## config.mk

```make
export PLATFORM = sky130hd
export DESIGN_NAME = cart_bank_map_flat
export DESIGN_NICKNAME = d
export VERILOG_FILES = /design/src/rtl/vp_pkg.sv /design/src/rtl/rom_bus_if.sv /design/src/rtl/cart_bank_map.sv /design/src/flat_wrapper.sv
export VERILOG_INCLUDE_DIRS = /design/src /design/src/rtl
export SDC_FILE = /design/constraint.sdc
export NUM_CORES = 1
export LEC_CHECK = 0
export BUFFER_PORTS_ARGS = -buffer_cell sky130_fd_sc_hd__buf_2
export CAP_MARGIN = 20
export CORE_AREA = 2 2 39 41
export DETAILED_ROUTE_END_ITERATION = 12
export DIE_AREA = 0 0 41 43
export PLACE_DENSITY = 0.79
export SLEW_MARGIN = 20
export SYNTH_ARGS = -nofsm -noshare
export SYNTH_HDL_FRONTEND = slang
export SYNTH_SLANG_ARGS = --single-unit
export TNS_END_PERCENT = 30
```

## constraint.sdc

```tcl
create_clock -name vclk -period 1.5
set_input_delay 0.45 -clock vclk [all_inputs]
set_output_delay 0.45 -clock vclk [all_outputs]
set_load 0.05 [all_outputs]
```

## src/rtl/vp_cfg.svh

```systemverilog
////////////////////////////////////////
// Sizing and ratio constants for the Videopac cartridge wrapper
// Include in any RTL file that needs divider counts, widths or weights
////////////////////////////////////////
`ifndef VP_CFG_SVH
`define VP_CFG_SVH

// Enable periods in sys clocks, NTSC vs PAL
`define VP_CPU_DIV_NTSC 8
`define VP_CPU_DIV_PAL  12
`define VP_VDC_DIV_NTSC 6
`define VP_VDC_DIV_PAL  10

// Cartridge ROM geometry
`define VP_ROM_AW    14
`define VP_ROM_DEPTH 16384
`define VP_CART_AW   12

// Image byte counts that pick a size class
`define VP_SIZE_4K  4096
`define VP_SIZE_8K  8192
`define VP_SIZE_16K 16384

// Luma weights out of 256
`define VP_GREY_WR 77
`define VP_GREY_WG 150
`define VP_GREY_WB 29

`endif
```

## src/rtl/vp_pkg.sv

```systemverilog
////////////////////////////////////////
// Shared types and colour tables for the cartridge wrapper
////////////////////////////////////////
package vp_pkg;

	// Image size class, picks the bank mapping
	typedef enum logic [2:0] {
		CART_2K,
		CART_4K,
		CART_8K,
		CART_16K,
		CART_XROM
	} cart_kind_e;

	// Holder of the shared ROM port this cycle
	typedef enum logic [1:0] {
		OWN_NONE,
		OWN_LOADER,
		OWN_READER
	} rom_owner_e;

	// Calibrated NTSC colours, index is {r, g, b, luma}
	parameter logic [23:0] pal_ntsc [0:15] = '{
		24'h000000, 24'h676767, 24'h1a37be, 24'h5c80f6,
		24'h006d07, 24'h56c469, 24'h2aaabe, 24'h77e6eb,
		24'h790000, 24'hc75151, 24'h94309f, 24'hdc84e8,
		24'h77670b, 24'hc6b86a, 24'hcecece, 24'hffffff
	};

	// PAL colours, source for the G7200 greyscale
	parameter logic [23:0] pal_pal [0:15] = '{
		24'h000000, 24'h494949, 24'h0000b6, 24'h4949ff,
		24'h00b601, 24'h49ff49, 24'h00b6c9, 24'h49ffff,
		24'hb60000, 24'hff4949, 24'hb600b6, 24'hff49ff,
		24'hb6b600, 24'hffff49, 24'hb6b6b6, 24'hffffff
	};

endpackage

```

## src/rtl/rom_bus_if.sv

```systemverilog
////////////////////////////////////////
// One requester's path into the shared cartridge ROM
// Requester drives the access, arbiter answers with grant and data
////////////////////////////////////////
`timescale 1ns/1ps
`include "vp_cfg.svh"

interface rom_bus_if;

	// Access request, write enable and location
	logic                  req;
	logic                  we;
	logic [`VP_ROM_AW-1:0] addr;
	logic [7:0]            wdata;

	// Same-cycle grant, read data one clock after a granted read
	logic                  gnt;
	logic [7:0]            rdata;

	modport requester (
		output req, we, addr, wdata,
		input  gnt, rdata
	);

	modport arbiter (
		input  req, we, addr, wdata,
		output gnt, rdata
	);

endinterface

```

## src/rtl/cart_bank_map.sv

```systemverilog
////////////////////////////////////////
// Console cartridge bus to ROM address and read request
// Mapping follows the size class latched by the loader
////////////////////////////////////////
`timescale 1ns/1ps
`include "vp_cfg.svh"

module cart_bank_map (
	input  vp_pkg::cart_kind_e     kind_i,
	input  logic [`VP_CART_AW-1:0] cart_addr_i,
	input  logic                   cart_bs0_i,
	input  logic                   cart_bs1_i,
	input  logic                   cart_cs_n_i,
	input  logic                   cart_psen_n_i,
	output logic [7:0]             cart_data_o,
	rom_bus_if.requester           bus
);

	logic                  rd_cond;
	logic [`VP_ROM_AW-1:0] rom_addr;

	////////////////////////////////////////
	// Read condition
	////////////////////////////////////////

	// XROM is read as data space, psen high with cs_n or bs0 low
	always_comb begin
		if (kind_i == vp_pkg::CART_XROM) begin
			rd_cond = cart_psen_n_i & (~cart_cs_n_i | ~cart_bs0_i);
		end else begin
			rd_cond = ~cart_psen_n_i;
		end
	end

	////////////////////////////////////////
	// Address mapping
	////////////////////////////////////////

	// A10 is skipped on banked images
	always_comb begin
		case (kind_i)
			vp_pkg::CART_XROM: begin
				rom_addr = {2'b00, cart_addr_i};
			end
			vp_pkg::CART_4K: begin
				rom_addr = {2'b00, cart_bs0_i, cart_addr_i[11], cart_addr_i[9:0]};
			end
			vp_pkg::CART_8K: begin
				rom_addr = {1'b0, cart_bs1_i, cart_bs0_i, cart_addr_i[11], cart_addr_i[9:0]};
			end
			vp_pkg::CART_16K: begin
				// Full 12 address bits per bank
				rom_addr = {cart_bs1_i, cart_bs0_i, cart_addr_i};
			end
			default: begin
				// 2K and odd sizes
				rom_addr = {3'b000, cart_addr_i[11], cart_addr_i[9:0]};
			end
		endcase
	end

	// Read-only peer
	assign bus.req   = rd_cond;
	assign bus.we    = 1'b0;
	assign bus.addr  = rom_addr;
	assign bus.wdata = 8'd0;

	// Held by the arbiter until the next granted read
	assign cart_data_o = bus.rdata;

endmodule

```

## src/flat_wrapper.sv

```systemverilog
// flat-port wrapper written by rule: the top's interface ports become plain ports
module cart_bank_map_flat 
  (kind_i, cart_addr_i, cart_bs0_i, cart_bs1_i, cart_cs_n_i, cart_psen_n_i, cart_data_o, bus_req, bus_we, bus_addr, bus_wdata, bus_gnt, bus_rdata);
  rom_bus_if bus_i ();
  input  vp_pkg::cart_kind_e kind_i;
  input  logic [`VP_CART_AW-1:0] cart_addr_i;
  input  logic cart_bs0_i;
  input  logic cart_bs1_i;
  input  logic cart_cs_n_i;
  input  logic cart_psen_n_i;
  output logic [7:0] cart_data_o;
  output wire logic [$bits(bus_i.req)-1:0] bus_req;
  output wire logic [$bits(bus_i.we)-1:0] bus_we;
  output wire logic [$bits(bus_i.addr)-1:0] bus_addr;
  output wire logic [$bits(bus_i.wdata)-1:0] bus_wdata;
  input wire logic [$bits(bus_i.gnt)-1:0] bus_gnt;
  input wire logic [$bits(bus_i.rdata)-1:0] bus_rdata;
  assign bus_req = bus_i.req;
  assign bus_we = bus_i.we;
  assign bus_addr = bus_i.addr;
  assign bus_wdata = bus_i.wdata;
  assign bus_i.gnt = bus_gnt;
  assign bus_i.rdata = bus_rdata;
  cart_bank_map u_core (.kind_i(kind_i), .cart_addr_i(cart_addr_i), .cart_bs0_i(cart_bs0_i), .cart_bs1_i(cart_bs1_i), .cart_cs_n_i(cart_cs_n_i), .cart_psen_n_i(cart_psen_n_i), .cart_data_o(cart_data_o), .bus(bus_i));
endmodule
```

==> reports/metrics.yaml <==
outcome: "finished with violations"
violations: "negative setup slack"
area_growth_pct: 14.2
finalMaxSlewViolations: 0
maxCapViolCount: 0
finalSetupViolations: 5
grt_pass1_vias: 239
dp_slack_ns: -0.333
yosysSeqAreaShare: 0
path_max_fanout: 6
place_congestion: 0.525
dp_hpwl_um: 542
post_cts_buffers: 0
dp.cells: 63
wl_per_cell_um: 10.6
powerDensity_nw_per_um2: 453
fin_area_sq_um: 412
start_util: 0.260
fin_crit_sh: 1.13
fin_crit_ns: 1.70
worstSetupPathType: "in2out"
die_height_um: 43
pin_count: 60
leakagePower_nw: 0.203
clock_buffers: 0
antenna_found_initial: 0
tns_ns: -0.760
overflow: 0
yosys_warnings: 0
die_w_um: 41
first_pass_iters: 2
ys_top_cells_by_count: "buf_4, nand2_1, mux2i_1"
rsz0062_at_grt: "yes"
peakVddDrop_uv: 116
fmax_mhz: 588
required_ns: 1.05
avgSynthCellArea_sq_um: 7.51
syn_inst: 48
fp.coreArea_sq_um: 1380
drtAntennaViolNets: 0
wl_um: 670
antennaDiodeCount: 0
seq_area_sq_um: 0
dpl_cell_area_sq_um: 329
num_vias: 262
synthesis.area_sq_um: 360
cp.arrival_ns: 1.25
gr-usage-all-layers: 0.0759
final_nets: 77
synth_top_cell_area_share: 0.563
finalHoldViolations: 0
ys_types: 18
cp-start-kind: "primary input"
finalWorstSetupSlack_ns: -0.199
row_count: 14
hp-class: "in2out"
grt_max_degree: 7
portBuffers: 14
synth_most_common_cell: "buf_4"
initialDrtViolationCount: 1
layout-drive-gt1-share: 0.596
ys_top_cells_by_area: "buf_4, mux2i_1, mux2_4"
yosysTopAreaCell: "buf_4"
die_area_sq_um: 1760
drc: 0
via_per_inst: 4.16
seq_cells: 0
crit_path_end_kind: "primary output"
grt_pass1_wl_um: 959
hold_slack_ns: 0.900
final_cells: 63
## cell type report
cell class	instances	area (sq um)
Tap cell	16	20.0
Fill cell	151	972
Timing Repair Buffer	19	173
Multi-Input combinational cell	28	219
## power by group
part / leakage, nW / switching (W) / internal (W) / total [W]
Combinational: 0.203 / 0.000120 / 0.0000663 / 0.000186
Clock: 0 / 0 / 0 / 0
Sequential: 0 / 0 / 0 / 0
## critical path: stages
cell	delay (ns)
buf_8	0.11
buf_6	0.12
nand2b_1	0.15
a32oi_2	0.18
nand2_2	0.09
buf_8	0.15
## timing repair
item                                    4_1_cts  5_1_grt
hold buffers                                  0        0
cloned                                        0        0
resized for setup                            20        3
pin swaps                                     4        1
endpoints found under the setup margin        5        5
## metrics by stage
| stage | utilization | total power, W |
|---|---|---|
| floorplan | - | 0.000265 |
| global placement | 0.238 | 0.000153 |
| detailed placement | 0.238 | 0.000156 |
| CTS | 0.287 | 0.000182 |
| global route | 0.297 | 0.000197 |
| finish | 0.297 | 0.000186 |
## routing by layer
layer  GRT usage  vias to the layer above  wire length (um)
met3      0.0105                        8                92
met5           0                        -                 0
met4      0.0333                        0                25
met1      0.0728                      116               232
li1            -                      120                 -
met2       0.144                       18               319
## cells in the final DEF, fill, tap and decap left out, drive strengths merged
cell,instances
nand3b,1
and3b,1
nand3,1
nand2b,1
nor2b,1
conb,9
mux2,1
mux2i,2
buf,19
nor3b,2
a32oi,1
and4b,1
o21ai,3
nand2,4
## final timing paths
path | from | endpoint | cells after the start
hold / removal | cart_addr_i[9] | bus_addr[9] | 0
setup / recovery | kind_i[0] | bus_addr[10] | 6
## cell families after synthesis
kind of cell,Yosys count,share of synthesized area
buffers and inverters,28,0.594
muxes,3,0.0972
other,1,0.0104
and+or+nand+nor,12,0.222
AOI/OAI and AO/OA,4,0.0764
(Power assumes the default switching activity.)
