===== config.mk =====
export PLATFORM = sky130hd
export DESIGN_NAME = clk_enable_gen
export DESIGN_NICKNAME = d
export VERILOG_FILES = /design/src/rtl/clk_enable_gen.sv
export VERILOG_INCLUDE_DIRS = /design/src /design/src/rtl
export SDC_FILE = /design/constraint.sdc
export NUM_CORES = 1
export LEC_CHECK = 0
export BUFFER_PORTS_ARGS = -buffer_cell sky130_fd_sc_hd__buf_2
export CAP_MARGIN = 25
export CORE_MARGIN = 8
export CORE_UTILIZATION = 26
export DETAILED_ROUTE_END_ITERATION = 8
export PLACE_DENSITY_LB_ADDON = 0.25
export SLEW_MARGIN = 20
export SYNTH_ARGS = -nofsm -noshare
export SYNTH_HDL_FRONTEND = slang
export SYNTH_SLANG_ARGS = --single-unit

===== constraint.sdc =====
create_clock -name clk_sys -period 2.46 [get_ports clk_sys]
set_input_delay 0.123 -clock clk_sys [delete_from_list [all_inputs] [get_ports clk_sys]]
set_output_delay 0.123 -clock clk_sys [all_outputs]
set_load 0.03 [all_outputs]

===== src/rtl/vp_cfg.svh =====
////////////////////////////////////////
// Sizing and ratio constants for the Videopac cartridge wrapper
// Include in any RTL file that needs divider counts, widths or weights
////////////////////////////////////////
`ifndef VP_CFG_SVH
`define VP_CFG_SVH

// Enable periods in sys clocks, NTSC vs PAL
`define VP_CPU_DIV_NTSC 8
`define VP_CPU_DIV_PAL  12
`define VP_VDC_DIV_NTSC 6
`define VP_VDC_DIV_PAL  10

// Cartridge ROM geometry
`define VP_ROM_AW    14
`define VP_ROM_DEPTH 16384
`define VP_CART_AW   12

// Image byte counts that pick a size class
`define VP_SIZE_4K  4096
`define VP_SIZE_8K  8192
`define VP_SIZE_16K 16384

// Luma weights out of 256
`define VP_GREY_WR 77
`define VP_GREY_WG 150
`define VP_GREY_WB 29

`endif

===== src/rtl/clk_enable_gen.sv =====
////////////////////////////////////////
// CPU and VDC clock-enable pulses from the system clock
// Period follows pal_i, a change takes effect at the next wrap
////////////////////////////////////////
`timescale 1ns/1ps
`include "vp_cfg.svh"

module clk_enable_gen (
	input  logic clk_sys,
	input  logic reset,
	input  logic pal_i,
	output logic cpu_en_o,
	output logic vdc_en_o
);

	// Slot 0 is the CPU, slot 1 the VDC
	logic [3:0] cnt [2];
	logic [3:0] last [2];
	logic [1:0] en_q;

	// Terminal counts, one below the period
	assign last[0] = pal_i ? 4'(`VP_CPU_DIV_PAL - 1) : 4'(`VP_CPU_DIV_NTSC - 1);
	assign last[1] = pal_i ? 4'(`VP_VDC_DIV_PAL - 1) : 4'(`VP_VDC_DIV_NTSC - 1);

	always_ff @(posedge clk_sys or posedge reset) begin
		if (reset) begin
			cnt[0] <= 4'd0;
			cnt[1] <= 4'd0;
			en_q   <= 2'b00;
		end else begin
			for (int i = 0; i < 2; i++) begin
				// >= so a shorter PAL/NTSC period still wraps
				if (cnt[i] >= last[i]) begin
					cnt[i]  <= 4'd0;
					en_q[i] <= 1'b1;
				end else begin
					cnt[i]  <= cnt[i] + 4'd1;
					en_q[i] <= 1'b0;
				end
			end
		end
	end

	assign cpu_en_o = en_q[0];
	assign vdc_en_o = en_q[1];

	// No enable edge may escape while the console is held in reset
	a_no_en_in_reset: assert property (
		@(posedge clk_sys) reset |-> !$rose(cpu_en_o) && !$rose(vdc_en_o)
	);

endmodule


==> PnR_summary.wiki <==
{| class="wikitable"
! Metric !! Value
|-
| Distinct cells, synth || 12
|-
| TritonCTS clock tree || done
|-
| Number of top-level pins || 5
|-
| Seq cells post-synth || 10
|-
| DP HPWL || 573.2 um
|-
| Footprint of the multi-input gates || 237.7 um^2
|-
| Initial core utilization || 0.2664
|-
| Clock tree skew after final layout || 1.067 ps
|-
| Largest net degree at the start of global routing || 11
|-
| CP endpoint kind || flop
|-
| Final sum of negative setup slack || 0 ps
|-
| Hold/Removal Path Class || input pin to async pin
|-
| Cells along the critical path || ha_1, nand2b_4, a21o_1, a211oi_1
|-
| Worst flop-to-flop path startpoint || cnt[0]$_DFF_PP0_
|-
| Initial antenna violation count || 0
|-
| Kind of launch point of the worst setup path || flop
|-
| Clock transition at the registers of the reported paths || 60 ps
|-
| Post-synthesis instance area || 506.7 um^2
|-
| Leak || 0.3288 nW
|-
| Total routed wirelength || 676 um
|-
| Synthesized netlist cell count || 43
|-
| Maximum number of buffers from clock root to sink || 2
|-
| Ant diodes || 0
|-
| Final cell area excluding filler cells || 606.8 um^2
|-
| Highest attainable clock frequency || 0.7605 GHz
|-
| Total power consumption of the routed design || 0.0007293 W
|-
| Required time at the endpoint of the critical path || 2610 ps
|-
| MaxCap Viol Count || 0
|-
| Most frequent cell after synthesis || sky130_fd_sc_hd__dfrtp_1
|-
| Number of buffers added on ports || 4
|-
| Maximum single-stage delay on the critical path || 420 ps
|-
| Fraction of the yosys area taken by sequential cells || 0.4938
|-
| Shortest period the worst path allows || 1315 ps
|-
| Post-Syn Area per Cell || 11.78 um^2
|-
| RSZ-0062 raised after global routing || false
|-
| Synth top cells by count || sky130_fd_sc_hd__dfrtp_1, sky130_fd_sc_hd__ha_1, sky130_fd_sc_hd__inv_1, sky130_fd_sc_hd__a21o_1, sky130_fd_sc_hd__nor2_1
|-
| Root Driver || sky130_fd_sc_hd__clkbuf_4
|-
| Peak ir drop on the vdd network || 376.4 uV
|-
| Proportion of netlist area held by the largest area contributor || 0.4938
|-
| Relative slew slack || 0.7552
|-
| Synth top area cells || sky130_fd_sc_hd__dfrtp_1, sky130_fd_sc_hd__ha_1, sky130_fd_sc_hd__a21o_1
|-
| Number of fillers in the final layout || 203
|-
| Power Density || 1202 mW/mm^2
|-
| Antenna-violating nets left || 0
|-
| Floorplan Core Area || 0.001902 mm^2
|-
| Final Slew Violations || 0
|-
| Switching power as a share of total power || 0.3537
|-
| Startpoint of the most critical setup path || cnt[0]$_DFF_PP0_
|-
| Number of enable-type register cells in the synthesized netlist || 0
|-
| Overflow left after global routing || 0
|-
| Count of cells along the worst register-to-register path || 4
|-
| Worst Setup EP || cnt[3]$_DFF_PP0_
|-
| Finish-stage setup viols || 0
|-
| Total GRT Usage || 0.04897
|-
| Crit path max fanout || 5
|-
| Arrival time at the worst endpoint || 1470 ps
|-
| Worst setup path class || flop to flop
|-
| Portion of total power attributed to sequential cells || 0.396
|-
| Final weighted congestion in routability-driven placement || 0.6472
|-
| Total nets after synthesis || 54
|-
| Layout Area Growth over Synthesis || 19.75%
|-
| Number of standard-cell rows in the floorplan || 16
|-
| Internal cell power || 0.0004713 W
|-
| Area of the die || 0.003617 mm^2
|-
| Final count of hold timing violations || 0
|-
| Primary flip-flop cell chosen by synthesis mapping || sky130_fd_sc_hd__dfrtp_1
|-
| Clock insertion delay at the later pin of the skew report || 250 ps
|-
| Comb pwr share || 0.415
|-
| Clock net sink count || 10
|-
| RR Endpoint || cnt[3]$_DFF_PP0_
|-
| First-pass DRT Iterations || 1
|-
| Register-to-register setup slack || 1150 ps
|-
| Number of DRC markers after the initial detailed-route iteration || 0
|-
| Number of remaining DRC errors || 0
|-
| H-Tree Level Count || 1
|-
| Combined flip-flop and latch cell area || 250.2 um^2
|-
| Via density || 3.937
|-
| Total number of yosys warnings || 0
|-
| Die span in x || 60.15 um
|-
| Routed len/inst || 8.557 um
|-
| Slowest stage cell on the critical path || sky130_fd_sc_hd__dfrtp_1
|-
| Fraction of final layout cells with drive strength greater than 1 || 0.1731
|-
| Crit share post-route || 0.5346
|-
| Cell area after placement || 560.5 um^2
|-
| Result of the run || completed
|-
| Count of vias placed by the detailed router || 311
|-
| First-pass GRT wire length || 1317 um
|-
| Switching power total || 0.0002579 W
|-
| Number of global-route vias before repair || 324
|-
| Post-synth top area cell || sky130_fd_sc_hd__dfrtp_1
|-
| Clock buffer count from CTS || 3
|-
| Slew at the pin closest to its max-slew limit || 366.7 ps
|-
| Number of nets in the layout || 64
|-
| Clock network fraction of design power || 0.189
|-
| Async set or reset register ratio after synthesis || 1.000
|-
| Die Ht || 60.15 um
|}
layer usage:
layer,global-route usage,up-vias,share of wire
met2,0.07470,4,0.44
met5,0,-,0
met1,0.05399,139,0.49
met3,0.008602,2,0.031
li1,-,166,-
met4,0.05102,0,0.040
repair_timing:
item	4_1_cts	5_1_grt
gates resized for setup	0	0
hold endpoints to repair	10	0
setup buffers	0	0
hold buffers	1	0
cell usage in the layout (no fill, tap or decap):
| cell type | synthesis | routed |
|---|---|---|
| sky130_fd_sc_hd__dlygate4sd3_1 | 0 | 1 |
| sky130_fd_sc_hd__a211oi_1 | 3 | 3 |
| sky130_fd_sc_hd__buf_2 | 0 | 4 |
| sky130_fd_sc_hd__xor2_1 | 2 | 2 |
| sky130_fd_sc_hd__nand3_1 | 2 | 2 |
| sky130_fd_sc_hd__nand2b_4 | 1 | 1 |
| sky130_fd_sc_hd__a21o_1 | 4 | 4 |
| sky130_fd_sc_hd__clkbuf_8 | 0 | 1 |
| sky130_fd_sc_hd__xnor2_1 | 2 | 2 |
| sky130_fd_sc_hd__a21oi_1 | 1 | 1 |
| sky130_fd_sc_hd__ha_1 | 8 | 8 |
| sky130_fd_sc_hd__nor2_1 | 4 | 4 |
| sky130_fd_sc_hd__dfrtp_1 | 10 | 10 |
| sky130_fd_sc_hd__inv_1 | 5 | 5 |
| sky130_fd_sc_hd__nand2b_1 | 1 | 1 |
| sky130_fd_sc_hd__clkbuf_4 | 0 | 3 |
layout make-up:
| type | instances | area share |
|---|---|---|
| multi-input combinational | 28 | 0.3918 |
| inverter | 5 | 0.03093 |
| timing repair buffer | 5 | 0.04948 |
| tap | 27 | 0.05567 |
| sequential | 10 | 0.4124 |
| clock buffer | 4 | 0.05979 |
critical path, delay by kind of cell, from the launching register on:
kind                       cells  cell delay [ps]
AOI/OAI and AO/OA              2              470
adders and majority gates      1              210
DFF                            1              420
and+or+nand+nor                1              130
cell families (layout without fill, tap and decap cells):
group	after synthesis	count (layout)	share of synthesized area
fa+ha+maj	8	8	0.1975
simple gates	8	8	0.08888
flops	10	10	0.4938
buf+inv	5	14	0.03704
compound gates	8	8	0.1136
xor+xnor	4	4	0.06915
metrics by stage:
| step | cells | util | hold WS [ps] | worst slack, ps |
|---|---|---|---|---|
| after floorplan | 43 | - | -36.82 | 1236 |
| after global placement | 74 | 0.2947 | 125.7 | 1144 |
| after detailed placement | 74 | 0.2947 | 115.9 | 1141 |
| after CTS | 79 | 0.3191 | 385.0 | 1128 |
| after global routing | 79 | 0.3191 | 421.6 | 1005 |
| final | 79 | 0.3191 | 375.0 | 1145 |
power by group through the flow:
| stage | registers, W | logic [W] | clock network, W |
|---|---|---|---|
| 6_report | 0.000289 | 0.000303 | 0.000138 |
| 2_1_floorplan | 0.000312 | 0.000223 | 0 |
| 3_5_place_dp | 0.000293 | 0.000307 | 0 |
| 3_3_place_gp | 0.000292 | 0.000312 | 0 |
| 4_1_cts | 0.000290 | 0.000311 | 0.000145 |
| 5_1_grt | 0.000299 | 0.000355 | 0.000152 |
how the worst min path moves through the flow:
| stage | to | slack [ps] | cells after the start |
|---|---|---|---|
| floorplan | cnt[0]$_DFF_PP0_ | -40 | 1 |
| global placement | en_q[1]$_DFF_PP0_ | 130 | 2 |
| global route | cnt[4]$_DFF_PP0_ | 420 | 3 |
| detailed placement | cnt[4]$_DFF_PP0_ | 120 | 2 |
| CTS | cnt[4]$_DFF_PP0_ | 390 | 3 |
| finish | cnt[4]$_DFF_PP0_ | 370 | 3 |
state kept, by name, summed over array words and instances (netlist names):
register and cells:
en_q 2, cnt 8
Power figures use the tool's default switching activity.
