==> src/rtl/vp_cfg.svh <==
////////////////////////////////////////
// Sizing and ratio constants for the Videopac cartridge wrapper
// Include in any RTL file that needs divider counts, widths or weights
////////////////////////////////////////
`ifndef VP_CFG_SVH
`define VP_CFG_SVH

// Enable periods in sys clocks, NTSC vs PAL
`define VP_CPU_DIV_NTSC 8
`define VP_CPU_DIV_PAL  12
`define VP_VDC_DIV_NTSC 6
`define VP_VDC_DIV_PAL  10

// Cartridge ROM geometry
`define VP_ROM_AW    14
`define VP_ROM_DEPTH 16384
`define VP_CART_AW   12

// Image byte counts that pick a size class
`define VP_SIZE_4K  4096
`define VP_SIZE_8K  8192
`define VP_SIZE_16K 16384

// Luma weights out of 256
`define VP_GREY_WR 77
`define VP_GREY_WG 150
`define VP_GREY_WB 29

`endif
==> src/rtl/vp_pkg.sv <==
////////////////////////////////////////
// Shared types and colour tables for the cartridge wrapper
////////////////////////////////////////
package vp_pkg;

	// Image size class, picks the bank mapping
	typedef enum logic [2:0] {
		CART_2K,
		CART_4K,
		CART_8K,
		CART_16K,
		CART_XROM
	} cart_kind_e;

	// Holder of the shared ROM port this cycle
	typedef enum logic [1:0] {
		OWN_NONE,
		OWN_LOADER,
		OWN_READER
	} rom_owner_e;

	// Calibrated NTSC colours, index is {r, g, b, luma}
	parameter logic [23:0] pal_ntsc [0:15] = '{
		24'h000000, 24'h676767, 24'h1a37be, 24'h5c80f6,
		24'h006d07, 24'h56c469, 24'h2aaabe, 24'h77e6eb,
		24'h790000, 24'hc75151, 24'h94309f, 24'hdc84e8,
		24'h77670b, 24'hc6b86a, 24'hcecece, 24'hffffff
	};

	// PAL colours, source for the G7200 greyscale
	parameter logic [23:0] pal_pal [0:15] = '{
		24'h000000, 24'h494949, 24'h0000b6, 24'h4949ff,
		24'h00b601, 24'h49ff49, 24'h00b6c9, 24'h49ffff,
		24'hb60000, 24'hff4949, 24'hb600b6, 24'hff49ff,
		24'hb6b600, 24'hffff49, 24'hb6b6b6, 24'hffffff
	};

endpackage

==> src/rtl/palette_lut.sv <==
////////////////////////////////////////
// VDC colour index to 24-bit RGB, one clock of latency
// Nonzero contrast selects the G7200 greyscale from the PAL table
////////////////////////////////////////
`timescale 1ns/1ps
`include "vp_cfg.svh"

module palette_lut (
	input  logic        clk_sys,
	input  logic        reset,
	input  logic [3:0]  color_i,
	input  logic [2:0]  contrast_i,
	output logic [23:0] rgb_o
);

	logic [23:0] ntsc_c;
	logic [23:0] pal_c;
	logic [3:0]  k;
	logic        swap;
	logic [7:0]  hi_b;
	logic [7:0]  lo_b;
	logic [7:0]  mix_r;
	logic [7:0]  mix_g;
	logic [7:0]  mix_b;
	logic [15:0] grey_sum;
	logic [23:0] rgb_d;

	// Index is {red, green, blue, luma}
	assign ntsc_c = vp_pkg::pal_ntsc[color_i];
	assign pal_c  = vp_pkg::pal_pal[color_i];

	////////////////////////////////////////
	// Contrast mixing
	////////////////////////////////////////

	// Bits borrowed per level, upper levels swap red and blue
	always_comb begin
		swap = contrast_i[2];
		case (contrast_i)
			3'd1, 3'd7: k = 4'd1;
			3'd2, 3'd6: k = 4'd2;
			3'd3, 3'd5: k = 4'd4;
			default:    k = 4'd0;
		endcase
	end

	assign hi_b = swap ? pal_c[7:0] : pal_c[23:16];
	assign lo_b = swap ? pal_c[23:16] : pal_c[7:0];

	always_comb begin
		if (contrast_i == 3'd4) begin
			// Plain PAL colour
			mix_r = pal_c[23:16];
			mix_g = pal_c[15:8];
			mix_b = pal_c[7:0];
		end else begin
			// Top 8-k of one channel, then top k of the other
			mix_r = (hi_b & (8'hff << k)) | (lo_b >> (4'd8 - k));
			mix_g = (pal_c[15:8] & (8'hff << (4'd8 - k))) | (hi_b >> k);
			mix_b = mix_r;
		end
	end

	////////////////////////////////////////
	// Greyscale and output register
	////////////////////////////////////////

	// Weighted luma, truncated
	assign grey_sum = 16'(`VP_GREY_WR) * {8'd0, mix_r}
		+ 16'(`VP_GREY_WG) * {8'd0, mix_g}
		+ 16'(`VP_GREY_WB) * {8'd0, mix_b};

	assign rgb_d = (contrast_i == 3'd0) ? ntsc_c
		: {grey_sum[15:8], grey_sum[15:8], grey_sum[15:8]};

	always_ff @(posedge clk_sys or posedge reset) begin
		if (reset) begin
			rgb_o <= 24'd0;
		end else begin
			rgb_o <= rgb_d;
		end
	end

endmodule

==> config.mk <==
export PLATFORM = sky130hd
export DESIGN_NAME = palette_lut
export DESIGN_NICKNAME = d
export VERILOG_FILES = /design/src/rtl/vp_pkg.sv /design/src/rtl/palette_lut.sv
export VERILOG_INCLUDE_DIRS = /design/src /design/src/rtl
export SDC_FILE = /design/constraint.sdc
export NUM_CORES = 1
export LEC_CHECK = 0
export BUFFER_PORTS_ARGS = -buffer_cell sky130_fd_sc_hd__buf_2
export CAP_MARGIN = 10
export CORE_MARGIN = 10
export CORE_UTILIZATION = 59
export CTS_BUF_LIST = sky130_fd_sc_hd__clkbuf_16
export DETAILED_ROUTE_END_ITERATION = 8
export GPL_ROUTABILITY_DRIVEN = 0
export GPL_TIMING_DRIVEN = 1
export PLACE_DENSITY_LB_ADDON = 0.2
export SLEW_MARGIN = 20
export SYNTH_ARGS = -nofsm -noshare
export SYNTH_HDL_FRONTEND = slang
export SYNTH_SLANG_ARGS = --single-unit
==> constraint.sdc <==
create_clock -name clk_sys -period 1.2 [get_ports clk_sys]
set_input_delay 0.24 -clock clk_sys [delete_from_list [all_inputs] [get_ports clk_sys]]
set_output_delay 0.24 -clock clk_sys [all_outputs]
set_load 0.01 [all_outputs]
==> run_results.csv <==
group,metric,value,unit
floorplan,dieWidth,118,um
logic_synthesis,synthesized_area_fraction_occupied_by_xor_and_xnor_cells,0.0203,
detailed_routing,drt-total-wl,18400,um
detailed_routing,detailedRoute.firstIterationViolations,655,
cells_and_area,regMostFlops,"rgb_o",
cells_and_area,antennaDiodeCount,0,
timing,slew_headroom,0.501,
setup_path,timing.critical_path.from_type,"primary input",
job,cap_violations,0,
detailed_routing,detail_route.vias_per_cell,5.91,
cts,clock-sinks,24,
timing,worst_setup_slack_after_layout,-6.11,ns
grt,gr-usage-all-layers,0.251,
grt,grt_first_pass_wirelength,29400,um
logic_synthesis,yosys.area_share.adder,0.404,
timing,report.final.hold_viol_count,0,
timing,period_minus_slack,7.31,ns
floorplan,ioPinCount,33,
cts,tritoncts.num_buffers,3,
detailed_routing,post-route-drc-count,0,
cts,tritoncts,"yes",
placed_design,port_buffers,32,
logic_synthesis,synth_cell_type_count,75,
setup_path,cp_max_fo,3,
logic_synthesis,synthesis.area,5610,um2
detailed_routing,dr_total_vias,5786,
cts,ctsLongestPathBuffers,2,
cells_and_area,area_growth_syn_to_fin,39.0,%
cells_and_area,layout-drive-gt1-share,0.361,
logic_synthesis,synth_fp_nets,828,
floorplan,core_region_area,9240,um2
timing,holdWs,0.0235,ns
setup_path,crit_path_max_incr_delay,0.56,ns
cells_and_area,fin_util,0.844,
logic_synthesis,synthSimpleGateAreaFrac,0.142,
setup_path,timing.critical_path.arrival,7.43,ns
cts,worst_path_clk_slew,0.06,ns
cells_and_area,postLayoutCellArea,7800,um2
cells_and_area,largest_register_ffs,24,
logic_synthesis,synth-seq-area-share,0.107,
setup_path,crit_buf_inv,6,
logic_synthesis,synth_compound_area_frac,0.192,
timing,achievable-frequency,137,MHz
cells_and_area,fin_nets,1008,
floorplan,design.die.area,13800,um2
detailed_routing,drtPass1Iterations,6,
setup_path,worstSetupEndpointType,"register",
grt,via_count_of_the_first_global_routing_pass,6130,
setup_path,crit_path_top_delay_cell,"sky130_fd_sc_hd__fa_1",
logic_synthesis,syn_area_per_cell,8.36,um2
timing,finalSetupViolations,24,
detailed_routing,routedWlPerCell,18.8,um
detailed_routing,route.antenna.remaining_nets,0,
logic_synthesis,synth_instances,671,
logic_synthesis,synth-edff-count,0,
logic_synthesis,async_flop_share,1.00,
setup_path,worst_ep_required_time,1.33,ns
status,violations,"setup timing",
setup_path,crit_family,"adder cells",
floorplan,core.rowCount,35,
worst_hold_path,worstHoldPathType,"primary input to asynchronous set/reset pin",
floorplan,start_util,0.607,
grt,pin_count_of_the_biggest_net_entering_global_routing,39,
setup_path,path_class,"primary input to register",
timing,finalCritPeriodShare,6.09,
placed_design,placement.cell_area,7140,um2
status,outcome,"finished with violations",
logic_synthesis,synth_warnings,0,
floorplan,die_h,118,um
logic_synthesis,dominant_combinational_cell_family_by_area_after_synthesis,"adder cells",
grt,globalRouteOverflowTotal,0,
grt,antenna_found_initial,0,
timing,worst_pin_slew,0.742,ns
cts,cts_root_buffer,"sky130_fd_sc_hd__clkbuf_16",
placed_design,dpl.hpwl,13800,um
cells_and_area,top_flop_regs,"rgb_o x24",
timing,report.final.slew_viol_count,0,
logic_synthesis,synth-main-ff-cell,"sky130_fd_sc_hd__dfrtp_1",
logic_synthesis,multiplexer_share_of_the_synthesized_area,0.0294,
logic_synthesis,yosys_register_bits,24,
timing,rsz0062_at_grt,"yes",
cts,htree_num_levels,1,
setup_path,critical_path.most_common_cell,"sky130_fd_sc_hd__fa_1",
## metal layers
metal,GRT usage,wire length [um],vias up
li1,-,-,2607
met1,0.281,6810,2702
met2,0.456,9120,362
met3,0.0264,1270,115
met4,0.131,1210,0
met5,0,0,-
## area by class of cell
type,count,area (um2)
multi-input combinational,495,4980
timing repair buffer,200,1460
fill,494,1440
sequential,24,601
inverter,127,484
tap,129,161
clock buffer,3,75.1
clock inverter,1,30.0
## per-stage QoR
stage	std cells	setup TNS (ns)	worst slack [ns]
after floorplan	671	-138.29	-5.99
after global placement	964	-145.12	-6.23
after detailed placement	964	-150.72	-6.45
after CTS	975	-140.15	-6.13
after global routing	979	-146.19	-6.36
final	979	-140.65	-6.11
## worst max path at each step
stage | from | endpoint | cells past startpoint
finish | color_i[1] | rgb_o[13]$_DFF_PP0_ | 32
global route | color_i[1] | rgb_o[13]$_DFF_PP0_ | 32
CTS | color_i[1] | rgb_o[23]$_DFF_PP0_ | 36
detailed placement | color_i[0] | rgb_o[13]$_DFF_PP0_ | 34
global placement | color_i[0] | rgb_o[13]$_DFF_PP0_ | 34
floorplan | color_i[2] | rgb_o[23]$_DFF_PP0_ | 36
## cells in the final DEF (no fill, tap or decap), types with 6 or more instances in the layout
cell / netlist / final
sky130_fd_sc_hd__o211ai_1: 8 / 8
sky130_fd_sc_hd__buf_2: 4 / 29
sky130_fd_sc_hd__a21oi_1: 36 / 29
sky130_fd_sc_hd__dfrtp_1: 24 / 24
sky130_fd_sc_hd__fa_1: 55 / 52
sky130_fd_sc_hd__xnor2_1: 9 / 6
sky130_fd_sc_hd__inv_2: 1 / 10
sky130_fd_sc_hd__nor2_1: 44 / 39
sky130_fd_sc_hd__nand3_1: 10 / 9
sky130_fd_sc_hd__ha_4: 0 / 14
sky130_fd_sc_hd__o21ai_1: 7 / 10
sky130_fd_sc_hd__mux2i_1: 12 / 10
sky130_fd_sc_hd__ha_1: 93 / 79
sky130_fd_sc_hd__o21ai_0: 35 / 26
sky130_fd_sc_hd__nor2b_1: 8 / 7
sky130_fd_sc_hd__a21o_1: 9 / 9
sky130_fd_sc_hd__buf_4: 0 / 165
sky130_fd_sc_hd__inv_1: 125 / 114
sky130_fd_sc_hd__nand2_1: 53 / 50
sky130_fd_sc_hd__o21a_1: 10 / 9
sky130_fd_sc_hd__nand2b_1: 10 / 8
## timing repair
item / 4_1_cts / 5_1_grt
cloned: 0 / 0
pin swaps: 46 / 24
gates resized for setup: 49 / 36
buffers inserted: 8 / 4
hold endpoints to repair: 0 / 0
endpoints found under the setup margin: 24 / 24
hold buffers: 0 / 0
## synth_stat cells, drive strengths merged, types with 7 or more instances
master,count,area share
a21oi,37,0.034
ha,93,0.21
nor2,44,0.029
clkbuf,16,0.011
a211oi,8,0.014
o21ai,45,0.042
nand2b,10,0.011
nor3,7,0.0062
xnor2,9,0.014
nand3,10,0.0089
fa,55,0.20
o21a,10,0.013
mux2i,12,0.021
o211ai,9,0.013
dfrtp,24,0.11
a21o,9,0.012
inv,127,0.085
buf,9,0.0096
nor2b,8,0.0089
nand2,54,0.037
## cells by family after synthesis
family,count (synthesis)
multiplexers,15
buffers and inverters,152
XOR/XNOR,13
AND/OR/NAND/NOR,162
adder cells (fa/ha/maj),148
AO/OA/AOI/OAI,157
flip-flops,24
Power is left out: the tool's default activity adds up to more than one toggle a clock period on the data nets, which glitch-free logic cannot reach.
