## src/rtl/vp_cfg.svh

```systemverilog
////////////////////////////////////////
// Sizing and ratio constants for the Videopac cartridge wrapper
// Include in any RTL file that needs divider counts, widths or weights
////////////////////////////////////////
`ifndef VP_CFG_SVH
`define VP_CFG_SVH

// Enable periods in sys clocks, NTSC vs PAL
`define VP_CPU_DIV_NTSC 8
`define VP_CPU_DIV_PAL  12
`define VP_VDC_DIV_NTSC 6
`define VP_VDC_DIV_PAL  10

// Cartridge ROM geometry
`define VP_ROM_AW    14
`define VP_ROM_DEPTH 16384
`define VP_CART_AW   12

// Image byte counts that pick a size class
`define VP_SIZE_4K  4096
`define VP_SIZE_8K  8192
`define VP_SIZE_16K 16384

// Luma weights out of 256
`define VP_GREY_WR 77
`define VP_GREY_WG 150
`define VP_GREY_WB 29

`endif
```

## src/rtl/vp_pkg.sv

```systemverilog
////////////////////////////////////////
// Shared types and colour tables for the cartridge wrapper
////////////////////////////////////////
package vp_pkg;

	// Image size class, picks the bank mapping
	typedef enum logic [2:0] {
		CART_2K,
		CART_4K,
		CART_8K,
		CART_16K,
		CART_XROM
	} cart_kind_e;

	// Holder of the shared ROM port this cycle
	typedef enum logic [1:0] {
		OWN_NONE,
		OWN_LOADER,
		OWN_READER
	} rom_owner_e;

	// Calibrated NTSC colours, index is {r, g, b, luma}
	parameter logic [23:0] pal_ntsc [0:15] = '{
		24'h000000, 24'h676767, 24'h1a37be, 24'h5c80f6,
		24'h006d07, 24'h56c469, 24'h2aaabe, 24'h77e6eb,
		24'h790000, 24'hc75151, 24'h94309f, 24'hdc84e8,
		24'h77670b, 24'hc6b86a, 24'hcecece, 24'hffffff
	};

	// PAL colours, source for the G7200 greyscale
	parameter logic [23:0] pal_pal [0:15] = '{
		24'h000000, 24'h494949, 24'h0000b6, 24'h4949ff,
		24'h00b601, 24'h49ff49, 24'h00b6c9, 24'h49ffff,
		24'hb60000, 24'hff4949, 24'hb600b6, 24'hff49ff,
		24'hb6b600, 24'hffff49, 24'hb6b6b6, 24'hffffff
	};

endpackage

```

## src/rtl/rom_bus_if.sv

```systemverilog
////////////////////////////////////////
// One requester's path into the shared cartridge ROM
// Requester drives the access, arbiter answers with grant and data
////////////////////////////////////////
`timescale 1ns/1ps
`include "vp_cfg.svh"

interface rom_bus_if;

	// Access request, write enable and location
	logic                  req;
	logic                  we;
	logic [`VP_ROM_AW-1:0] addr;
	logic [7:0]            wdata;

	// Same-cycle grant, read data one clock after a granted read
	logic                  gnt;
	logic [7:0]            rdata;

	modport requester (
		output req, we, addr, wdata,
		input  gnt, rdata
	);

	modport arbiter (
		input  req, we, addr, wdata,
		output gnt, rdata
	);

endinterface

```

## src/rtl/cart_loader.sv

```systemverilog
////////////////////////////////////////
// Download write path into cartridge ROM
// Counts image bytes and derives the size class for the mapper
////////////////////////////////////////
`timescale 1ns/1ps
`include "vp_cfg.svh"

module cart_loader (
	input  logic                  clk_sys,
	input  logic                  reset,
	input  logic                  dl_active_i,
	input  logic                  dl_wr_i,
	input  logic                  dl_is_xrom_i,
	input  logic [`VP_ROM_AW-1:0] dl_addr_i,
	input  logic [7:0]            dl_data_i,
	output vp_pkg::cart_kind_e    kind_o,
	rom_bus_if.requester          bus
);

	logic        dl_active_q;
	logic        dl_start;
	logic        wr_req;
	logic        xrom_q;
	logic [15:0] byte_cnt;

	// Start of a new download
	assign dl_start = dl_active_i & ~dl_active_q;
	assign wr_req   = dl_active_i & dl_wr_i;

	// Every download strobe is a ROM write
	assign bus.req   = wr_req;
	assign bus.we    = wr_req;
	assign bus.addr  = dl_addr_i;
	assign bus.wdata = dl_data_i;

	always_ff @(posedge clk_sys or posedge reset) begin
		if (reset) begin
			dl_active_q <= 1'b0;
			xrom_q      <= 1'b0;
			byte_cnt    <= 16'd0;
		end else begin
			dl_active_q <= dl_active_i;
			if (dl_start) begin
				// A write in the start cycle of a fresh image counts too
				byte_cnt <= {15'd0, dl_wr_i};
				xrom_q   <= dl_is_xrom_i;
			end else if (wr_req) begin
				byte_cnt <= byte_cnt + 16'd1;
			end
		end
	end

	// Only exact image sizes get a banked class
	always_comb begin
		if (xrom_q) begin
			kind_o = vp_pkg::CART_XROM;
		end else begin
			case (byte_cnt)
				16'(`VP_SIZE_4K):  kind_o = vp_pkg::CART_4K;
				16'(`VP_SIZE_8K):  kind_o = vp_pkg::CART_8K;
				16'(`VP_SIZE_16K): kind_o = vp_pkg::CART_16K;
				default:           kind_o = vp_pkg::CART_2K;
			endcase
		end
	end

	// Strobes only come inside a download window
	a_wr_in_dl: assert property (
		@(posedge clk_sys) disable iff (reset) dl_wr_i |-> dl_active_i
	);

endmodule

```

## src/flat_wrapper.sv

```systemverilog
// flat-port wrapper written by rule: the top's interface ports become plain ports
module cart_loader_flat 
  (clk_sys, reset, dl_active_i, dl_wr_i, dl_is_xrom_i, dl_addr_i, dl_data_i, kind_o, bus_req, bus_we, bus_addr, bus_wdata, bus_gnt, bus_rdata);
  rom_bus_if bus_i ();
  input  logic clk_sys;
  input  logic reset;
  input  logic dl_active_i;
  input  logic dl_wr_i;
  input  logic dl_is_xrom_i;
  input  logic [`VP_ROM_AW-1:0] dl_addr_i;
  input  logic [7:0] dl_data_i;
  output vp_pkg::cart_kind_e kind_o;
  output wire logic [$bits(bus_i.req)-1:0] bus_req;
  output wire logic [$bits(bus_i.we)-1:0] bus_we;
  output wire logic [$bits(bus_i.addr)-1:0] bus_addr;
  output wire logic [$bits(bus_i.wdata)-1:0] bus_wdata;
  input wire logic [$bits(bus_i.gnt)-1:0] bus_gnt;
  input wire logic [$bits(bus_i.rdata)-1:0] bus_rdata;
  assign bus_req = bus_i.req;
  assign bus_we = bus_i.we;
  assign bus_addr = bus_i.addr;
  assign bus_wdata = bus_i.wdata;
  assign bus_i.gnt = bus_gnt;
  assign bus_i.rdata = bus_rdata;
  cart_loader u_core (.clk_sys(clk_sys), .reset(reset), .dl_active_i(dl_active_i), .dl_wr_i(dl_wr_i), .dl_is_xrom_i(dl_is_xrom_i), .dl_addr_i(dl_addr_i), .dl_data_i(dl_data_i), .kind_o(kind_o), .bus(bus_i));
endmodule
```

## config.mk

```make
export PLATFORM = sky130hd
export DESIGN_NAME = cart_loader_flat
export DESIGN_NICKNAME = d
export VERILOG_FILES = /design/src/rtl/vp_pkg.sv /design/src/rtl/rom_bus_if.sv /design/src/rtl/cart_loader.sv /design/src/flat_wrapper.sv
export VERILOG_INCLUDE_DIRS = /design/src /design/src/rtl
export SDC_FILE = /design/constraint.sdc
export NUM_CORES = 1
export LEC_CHECK = 0
export ABC_AREA = 1
export BUFFER_PORTS_ARGS = -buffer_cell sky130_fd_sc_hd__buf_2
export CAP_MARGIN = 15
export CELL_PAD_IN_SITES_DETAIL_PLACEMENT = 1
export CELL_PAD_IN_SITES_GLOBAL_PLACEMENT = 2
export CORE_MARGIN = 2
export CORE_UTILIZATION = 23
export DETAILED_ROUTE_END_ITERATION = 7
export PLACE_DENSITY = 0.86
export SKIP_LAST_GASP = 1
export SLEW_MARGIN = 20
export SYNTH_ARGS = -nofsm -noshare
export SYNTH_HDL_FRONTEND = slang
export SYNTH_SLANG_ARGS = --single-unit
```

## constraint.sdc

```tcl
create_clock -name clk_sys -period 1.7 [get_ports clk_sys]
set_clock_uncertainty 0.1 [all_clocks]
set_input_delay 0.085 -clock clk_sys [delete_from_list [all_inputs] [get_ports clk_sys]]
set_output_delay 0.085 -clock clk_sys [all_outputs]
set_load 0.1 [all_outputs]
```

==> flow_summary.ini, run 1 <==
[status]
outcome = finished, final reports clean

[cts]
cts_tree = yes
clk_pin_slew_worst_paths_ns = 0.07
cts.sink_count = 18
cts_made_buffers = 3
htreeDepth = 1
clkLatencyLatePin_ns = 0.26
cts_root_buf = clkbuf_8
cts_max_path_buffers = 2

[synthesis]
synth_top_area_share = 0.355
syn-mean-instance-area_um2 = 7.17
synth_area_mm2 = 0.00127
synth_warnings = 0
yosysTopAreaCell = dfrtp_1
ys_types = 24
ys_ff_latch = 18
syn_inst = 177
synth.area.top_cells = dfrtp_1, buf_4, nand2_1, nor2_1, inv_1
syn_nets = 215
ys_seq_area_frac = 0.355

[setup_path]
reg2reg_depth = 8
worst_ep_arrival_time_ns = 1.48
worstSetupEndpointType = output port
cp_max_fo = 2
cp-start-kind = register
path_class = reg2out
reg2reg_to = u_core.byte_cnt[6]
r2r_start = u_core.byte_cnt[0]
required_ns = 1.51
rrSetupSlack_ns = 0.15

[timing]
finalCritPeriodShare = 0.982
slew_headroom = 0.677
timing.final.hold_violations = 0
setup_viol = 0
tightest_slew_ns = 0.489
rsz0062_at_grt = true
slew_violations = 0
min_period_ns = 1.67
fmaxAchievable_mhz = 599

[layout]
diodes = 0
fillers = 687
final_common_cell = nand2_1
syn_to_final_growth_pct = 14.0
layout_common_cells = nand2_1, nor2_1, dfrtp_1, inv_1
final_nets = 215
drive_above_1_share = 0.269
fin_util = 0.268

[global_routing]
grt_pass1_wl_mm = 5.40
grt_pass1_vias = 1190
grt_max_degree = 19
grt.overflow.total = 0
track_usage = 0.112
antenna_found_initial = 0

[pwr]
power_density_mw_per_mm2 = 648
totalPowerFinal_w = 0.000938
ir_drop_mv = 0.296
p_leak_nw = 0.626

[die]
fp.coreArea_mm2 = 0.00541
row_count = 27
die_h_um = 78.3
die_w_um = 78.3
initial_core_util = 0.235
dieArea_mm2 = 0.00613
io_pins = 63

[route]
drt-initial-drc-count = 24
num_vias = 1048
drtPass1Iterations = 4
routedWlPerCell_um = 11.9
via_per_inst = 4.24
antenna_left = 0
postRouteWirelength_mm = 2.94
drc_errors = 0

[run]
maxCapViolCount = 0

[placement]
dp_hpwl_mm = 2.23
gp_congestion = 0.795
portBuffers = 9

[hold_path]
min_path_cells = 0
hold-path-endpoint = bus_addr[13]
hold_start = dl_addr_i[13]
hold_class = in2out
Yosys cell counts (all sizes together):
master	number
ha	2
o21ai	8
clkbuf	1
nand3	7
nor3b	1
buf	24
nor2	34
inv	22
nor4	3
dfrtp	18
o21bai	1
nand3b	1
nor3	5
nand2	40
a211oi	2
a21oi	5
and2	1
nand4	2
state kept, by name, indices dropped and copies added (netlist names):
signal and cells:
u_core.xrom_q 1, u_core.dl_active_q 1, u_core.byte_cnt 16
metal layers:
| metal | routed length [um] | share of wire | GRT usage | vias up |
|---|---|---|---|---|
| met5 | 0 | 0 | 0 | - |
| met1 | 1340 | 0.45 | 0.129 | 503 |
| met2 | 1440 | 0.49 | 0.200 | 12 |
| li1 | - | - | - | 528 |
| met4 | 47 | 0.016 | 0.0456 | 0 |
| met3 | 120 | 0.041 | 0.0230 | 5 |
repair_timing:
| action | 4_1_cts | 5_1_grt |
|---|---|---|
| setup endpoints to repair | 2 | 6 |
| pin swaps | 4 | 2 |
| resized for setup | 8 | 5 |
| endpoints found under the hold margin | 20 | 0 |
| buffers inserted | 3 | 1 |
| hold buffers | 3 | 0 |
worst max path at each step:
stage,from,to,slack (ns),cells past startpoint
2_1_floorplan,u_core.byte_cnt[0],kind_o[0],0.007,6
3_3_place_gp,u_core.byte_cnt[0],kind_o[1],0.09,7
3_5_place_dp,u_core.byte_cnt[0],kind_o[1],0.08,7
4_1_cts,u_core.byte_cnt[1],kind_o[1],-0.008,7
5_1_grt,u_core.byte_cnt[1],kind_o[0],-0.10,7
6_report,u_core.byte_cnt[1],kind_o[1],0.03,7
critical path, stage by stage, from the launching register on:
cell and delay [ns]:
dfrtp_1 0.39, inv_2 0.09, ha_4 0.13, inv_2 0.04, nor4_4 0.14, nand2_2 0.14, nor2_4 0.12, buf_12 0.18
power breakdown:
part | internal (W) | switching, W
logic | 0.0000604 | 0.000120
clock network | 0.000158 | 0.000151
registers | 0.000440 | 0.00000798
total | 0.000658 | 0.000280
final cells by class:
type / instances / area (um^2) / share of cell area
clock buffers: 3 / 41.3 / 0.0285
inverters: 22 / 82.6 / 0.0570
flip-flops and latches: 18 / 452 / 0.312
well taps: 72 / 90.1 / 0.0622
repair buffers: 20 / 170 / 0.118
multi-input cells: 112 / 612 / 0.423
cell families (layout without fill, tap and decap cells):
logic type / after synthesis / count (layout) / synth area share
AND/OR/NAND/NOR: 94 / 94 / 0.347
buffers and inverters: 47 / 45 / 0.210
flip-flops: 18 / 18 / 0.355
AO/OA/AOI/OAI: 16 / 16 / 0.0690
adder cells (fa/ha/maj): 2 / 2 / 0.0197
metrics by stage:
step                      std cells  hold slack, ns  setup TNS (ns)  worst slack (ns)  cell area, um^2
after floorplan                 177         -0.0764               0           0.00661             1280
final                           247          0.0700               0            0.0300             1450
after global routing            247          0.0701          -0.195            -0.102             1450
after global placement          237          0.0266               0            0.0869             1300
after CTS                       246          0.0707        -0.00759          -0.00759             1420
after detailed placement        237          0.0262               0            0.0812             1300
(Power assumes the default switching activity.)
==> run 2: changes to the inputs <==
--- a/config.mk
+++ b/config.mk
@@ -14,6 +14,7 @@
 export CORE_MARGIN = 2
 export CORE_UTILIZATION = 23
 export DETAILED_ROUTE_END_ITERATION = 7
+export HOLD_SLACK_MARGIN = 0.1
 export PLACE_DENSITY = 0.86
 export SKIP_LAST_GASP = 1
 export SLEW_MARGIN = 20
==> flow_summary.ini, run 2 (synthesis gave the netlist of run 1 again) <==
[status]
outcome = finished, final reports clean

[setup_path]
crit_chain = inv_2 > ha_4 > inv_2 > nor4_4 > nand2_2 > nor2_4 > buf_12
critPathMostFrequentCell = inv_2
path_class = reg2out
cp_max_fo = 2
critPathSlowestCell = dfrtp_1
required_ns = 1.51
r2r_start = u_core.byte_cnt[0]
critPathLaunch = u_core.byte_cnt[1]
max_stage_delay_ns = 0.39
worstSetupEndpointType = output port
cp-start-kind = register
worst_ep_arrival_time_ns = 1.48

[global_routing]
grt_pass1_vias = 1231
grt_pass1_wl_mm = 5.47
grt_max_degree = 19
antenna_found_initial = 0
grt.overflow.total = 0
track_usage = 0.113

[layout]
final_nets = 237
drive_above_1_share = 0.239
diodes = 0
largest_register_ffs = 16
syn_to_final_growth_pct = 31.3
reg_top3 = u_core.byte_cnt: 16 flops, u_core.dl_active_q: 1 flops, u_core.xrom_q: 1 flops
regMostFlops = u_core.byte_cnt
final_common_cell = nand2_1
layout_common_cells = nand2_1, nor2_1, dlygate4sd3_1, dfrtp_1, inv_1
fillers = 671

[timing]
min_period_ns = 1.67
fmaxAchievable_mhz = 599
slew_violations = 0
worst_slack_ns = 0.0314
slew_headroom = 0.347
timing.final.hold_violations = 0
rsz0062_at_grt = true
tightest_slew_ns = 0.977
finalCritPeriodShare = 0.982
setup_viol = 0

[die]
die_h_um = 78.3
row_count = 27
io_pins = 63
initial_core_util = 0.235
fp.coreArea_mm2 = 0.00541
dieArea_mm2 = 0.00613
die_w_um = 78.3

[cts]
cts_max_path_buffers = 2
cts_made_buffers = 3
cts_tree = yes
cts_root_buf = clkbuf_8
clk_pin_slew_worst_paths_ns = 0.07
htreeDepth = 1
clkLatencyLatePin_ns = 0.26
cts.sink_count = 18

[pwr]
p_leak_nw = 0.718
power_density_mw_per_mm2 = 708
ir_drop_mv = 0.314
totalPowerFinal_w = 0.00118

[route]
antenna_left = 0
num_vias = 1150
drt-initial-drc-count = 19
postRouteWirelength_mm = 3.08
drtPass1Iterations = 4
drc_errors = 0
via_per_inst = 4.28
routedWlPerCell_um = 11.4

[run]
maxCapViolCount = 0

[hold_path]
hold_class = in2reg
hold_start = dl_wr_i

[placement]
gp_congestion = 0.795
dp_hpwl_mm = 2.23
pre_cts_ws_ns = 0.0812
portBuffers = 9
## run 2: cell count changes in the layout (fill, tap and decap cells not counted)
cell and change:
dlygate4sd3_1 +22
## run 2: per-layer routing
layer	up-vias	part of all wire	wire (um)	GRT usage
li1	572	-	-	-
met1	547	0.44	1360	0.133
met2	26	0.50	1540	0.205
met3	5	0.041	125	0.0184
met4	0	0.015	47	0.0421
met5	-	0	0	0
## run 2: timing repair
action | in CTS | in global routing
endpoints found under the setup margin | 2 | 6
pin swaps | 4 | 2
buffers inserted | 3 | 1
hold buffers | 25 | 0
endpoints found under the hold margin | 42 | 0
resized for setup | 8 | 5
## run 2: cell type report
type                            count  area [um^2]  share of cell area
Clock buffer                        3         41.3              0.0248
Tap cell                           72         90.1              0.0540
Multi-Input combinational cell    112          612               0.367
Timing Repair Buffer               42          390               0.234
Sequential cell                    18          452               0.271
Inverter                           22         82.6              0.0495
## run 2: power breakdown
group | switching (W) | total, W | internal, W | leakage, nW
sequential | 0.00000799 | 0.000448 | 0.000440 | 0.244
combinational | 0.000332 | 0.000426 | 0.0000940 | 0.453
clock | 0.000150 | 0.000308 | 0.000158 | 0.0216
## run 2: worst paths after layout
| path | cells after the start | to | slack [ns] |
|---|---|---|---|
| max | 7 | kind_o[1] | 0.03 |
| min | 4 | u_core.byte_cnt[2] | 0.23 |
| max reg2reg | 8 | u_core.byte_cnt[6] | 0.15 |
| min reg2reg | 2 | u_core.byte_cnt[1] | 0.42 |
| max in group asynchronous | 4 | u_core.byte_cnt[3] | 0.98 |
| min in group asynchronous | 4 | u_core.xrom_q | 0.30 |
## run 2: metrics by stage
step / cell area (um^2) / util / std cells / setup TNS, ns / hold WS, ns
2_1_floorplan: 1280 / - / 177 / 0 / -0.0764
3_3_place_gp: 1300 / 0.240 / 237 / 0 / 0.0266
3_5_place_dp: 1300 / 0.240 / 237 / 0 / 0.0262
4_1_cts: 1640 / 0.304 / 268 / -0.00759 / 0.281
5_1_grt: 1670 / 0.309 / 269 / -0.195 / 0.274
6_report: 1670 / 0.309 / 269 / 0 / 0.232
## run 2: critical path, delay by kind of cell (launching register included)
kind          cells  cell delay, ns
fa+ha+maj         1            0.13
buf+inv           3            0.31
simple gates      3            0.40
flops             1            0.39
==> run 3: changes to the inputs <==
--- a/config.mk
+++ b/config.mk
@@ -11,11 +11,13 @@
 export CAP_MARGIN = 15
 export CELL_PAD_IN_SITES_DETAIL_PLACEMENT = 1
 export CELL_PAD_IN_SITES_GLOBAL_PLACEMENT = 2
+export CORE_ASPECT_RATIO = 1.1
 export CORE_MARGIN = 2
 export CORE_UTILIZATION = 23
 export DETAILED_ROUTE_END_ITERATION = 7
 export HOLD_SLACK_MARGIN = 0.1
 export PLACE_DENSITY = 0.86
+export REMOVE_ABC_BUFFERS = 1
 export SKIP_LAST_GASP = 1
 export SLEW_MARGIN = 20
 export SYNTH_ARGS = -nofsm -noshare
==> flow_summary.ini, run 3 (synthesis gave the netlist of run 1 again) <==
[status]
outcome = complete, but fails checks
violations = setup timing

[global_routing]
track_usage = 0.160
grt_max_degree = 19
grt.overflow.total = 0
antenna_found_initial = 0
grt_pass1_wl_mm = 7.12
grt_pass1_vias = 1286

[layout]
drive_above_1_share = 0.228
largest_register_ffs = 16
final_common_cell = nand2_1
fin_area_mm2 = 0.00167
layout_common_cells = nand2_1, nor2_1, dlygate4sd3_1, dfrtp_1, inv_1
regMostFlops = u_core.byte_cnt
syn_to_final_growth_pct = 31.3
final_nets = 237
fin_util = 0.311
reg_top3 = u_core.byte_cnt: 16 flops, u_core.dl_active_q: 1 flops, u_core.xrom_q: 1 flops
diodes = 0

[cts]
cts_max_path_buffers = 2
htreeDepth = 1
cts_tree = yes
cts_root_buf = clkbuf_8
clk_pin_slew_worst_paths_ns = 0.07
cts.sink_count = 18
cts_made_buffers = 3
clkLatencyLatePin_ns = 0.26

[route]
postRouteWirelength_mm = 4.56
drt-initial-drc-count = 25
drc_errors = 0
num_vias = 1217
drtPass1Iterations = 4
via_per_inst = 4.47
routedWlPerCell_um = 16.7
antenna_left = 0

[hold_path]
min_path_cells = 4
hold_start = dl_wr_i
hold-path-endpoint = u_core.byte_cnt[2]
hold_class = in2reg

[setup_path]
required_ns = 1.51
worstSetupEndpointType = output port
reg2reg_to = u_core.byte_cnt[12]
cp-start-kind = register
rrSetupSlack_ns = 0.08
path_class = reg2out
reg2reg_depth = 8
cp_max_fo = 2
r2r_start = u_core.byte_cnt[0]
worst_ep_arrival_time_ns = 1.57

[timing]
tightest_slew_ns = 1.05
hold_slack_ns = 0.252
finalCritPeriodShare = 1.03
worst_slack_ns = -0.0536
slew_headroom = 0.296
min_period_ns = 1.75
slew_violations = 0
timing.final.hold_violations = 0
rsz0062_at_grt = true
fmaxAchievable_mhz = 570
setup_viol = 2

[die]
row_count = 28
dieArea_mm2 = 0.00613
initial_core_util = 0.237
die_h_um = 81.9
io_pins = 63
die_w_um = 74.9
fp.coreArea_mm2 = 0.00536

[pwr]
ir_drop_mv = 0.577
p_leak_nw = 0.720
power_density_mw_per_mm2 = 723

[placement]
placed_area_mm2 = 0.00130
dp_hpwl_mm = 2.70
pre_cts_ws_ns = 0.0532
portBuffers = 9
gp_congestion = 0.762

[run]
maxCapViolCount = 0
[run 3: cell counts in the layout (fill, tap and decap cells not counted)]
No cell type changed its count.
[run 3: area by class of cell]
class                           count  area (um^2)
Timing Repair Buffer               42          390
Multi-Input combinational cell    112          609
Sequential cell                    18          450
Inverter                           22         82.6
Tap cell                           75         93.8
Clock buffer                        3         41.3
Fill cell                         647         3690
[run 3: routing by layer]
layer | routed length [um] | part of all wire | track usage
met5 | 0 | 0 | 0
met1 | 1950 | 0.43 | 0.207
met3 | 239 | 0.052 | 0.0491
met2 | 2300 | 0.51 | 0.263
met4 | 58 | 0.013 | 0.0321
[run 3: where the power goes]
part	internal [W]	switching, W
clock	0.000158	0.000153
combinational	0.0000947	0.000352
sequential	0.000440	0.00000867
[run 3: through the flow]
stage                     std cells  total power [W]  TNS [ns]
after CTS                       272          0.00118    -0.192
after global routing            272          0.00126    -0.274
after floorplan                 152         0.000548     -2.26
final                           272          0.00121    -0.105
after detailed placement        242         0.000599         0
after global placement          242         0.000596         0
[run 3: worst max path at each step]
stage                                   from         to  slack (ns)  depth (start not counted)
after floorplan                u_core.xrom_q  kind_o[0]       -0.90                          5
after global placement    u_core.byte_cnt[0]  kind_o[1]        0.06                          7
after detailed placement  u_core.byte_cnt[0]  kind_o[1]        0.05                          7
after CTS                 u_core.byte_cnt[0]  kind_o[1]       -0.10                          7
after global routing      u_core.byte_cnt[0]  kind_o[0]       -0.14                          7
final                     u_core.byte_cnt[0]  kind_o[1]       -0.05                          7
[run 3: worst max-delay path, stage by stage (launching register included)]
cell     delay, ns
dfrtp_1       0.40
inv_2         0.09
ha_4          0.13
inv_2         0.05
nor4_4        0.17
nand2_2       0.15
nor2_4        0.13
buf_12        0.18
[run 3: repair_timing]
action                                 CTS  global route
setup buffers                            2             0
endpoints found under the hold margin   42             0
setup endpoints to repair                2             8
pin swaps                                3             2
hold buffers                            25             0
resized for setup                        8             8
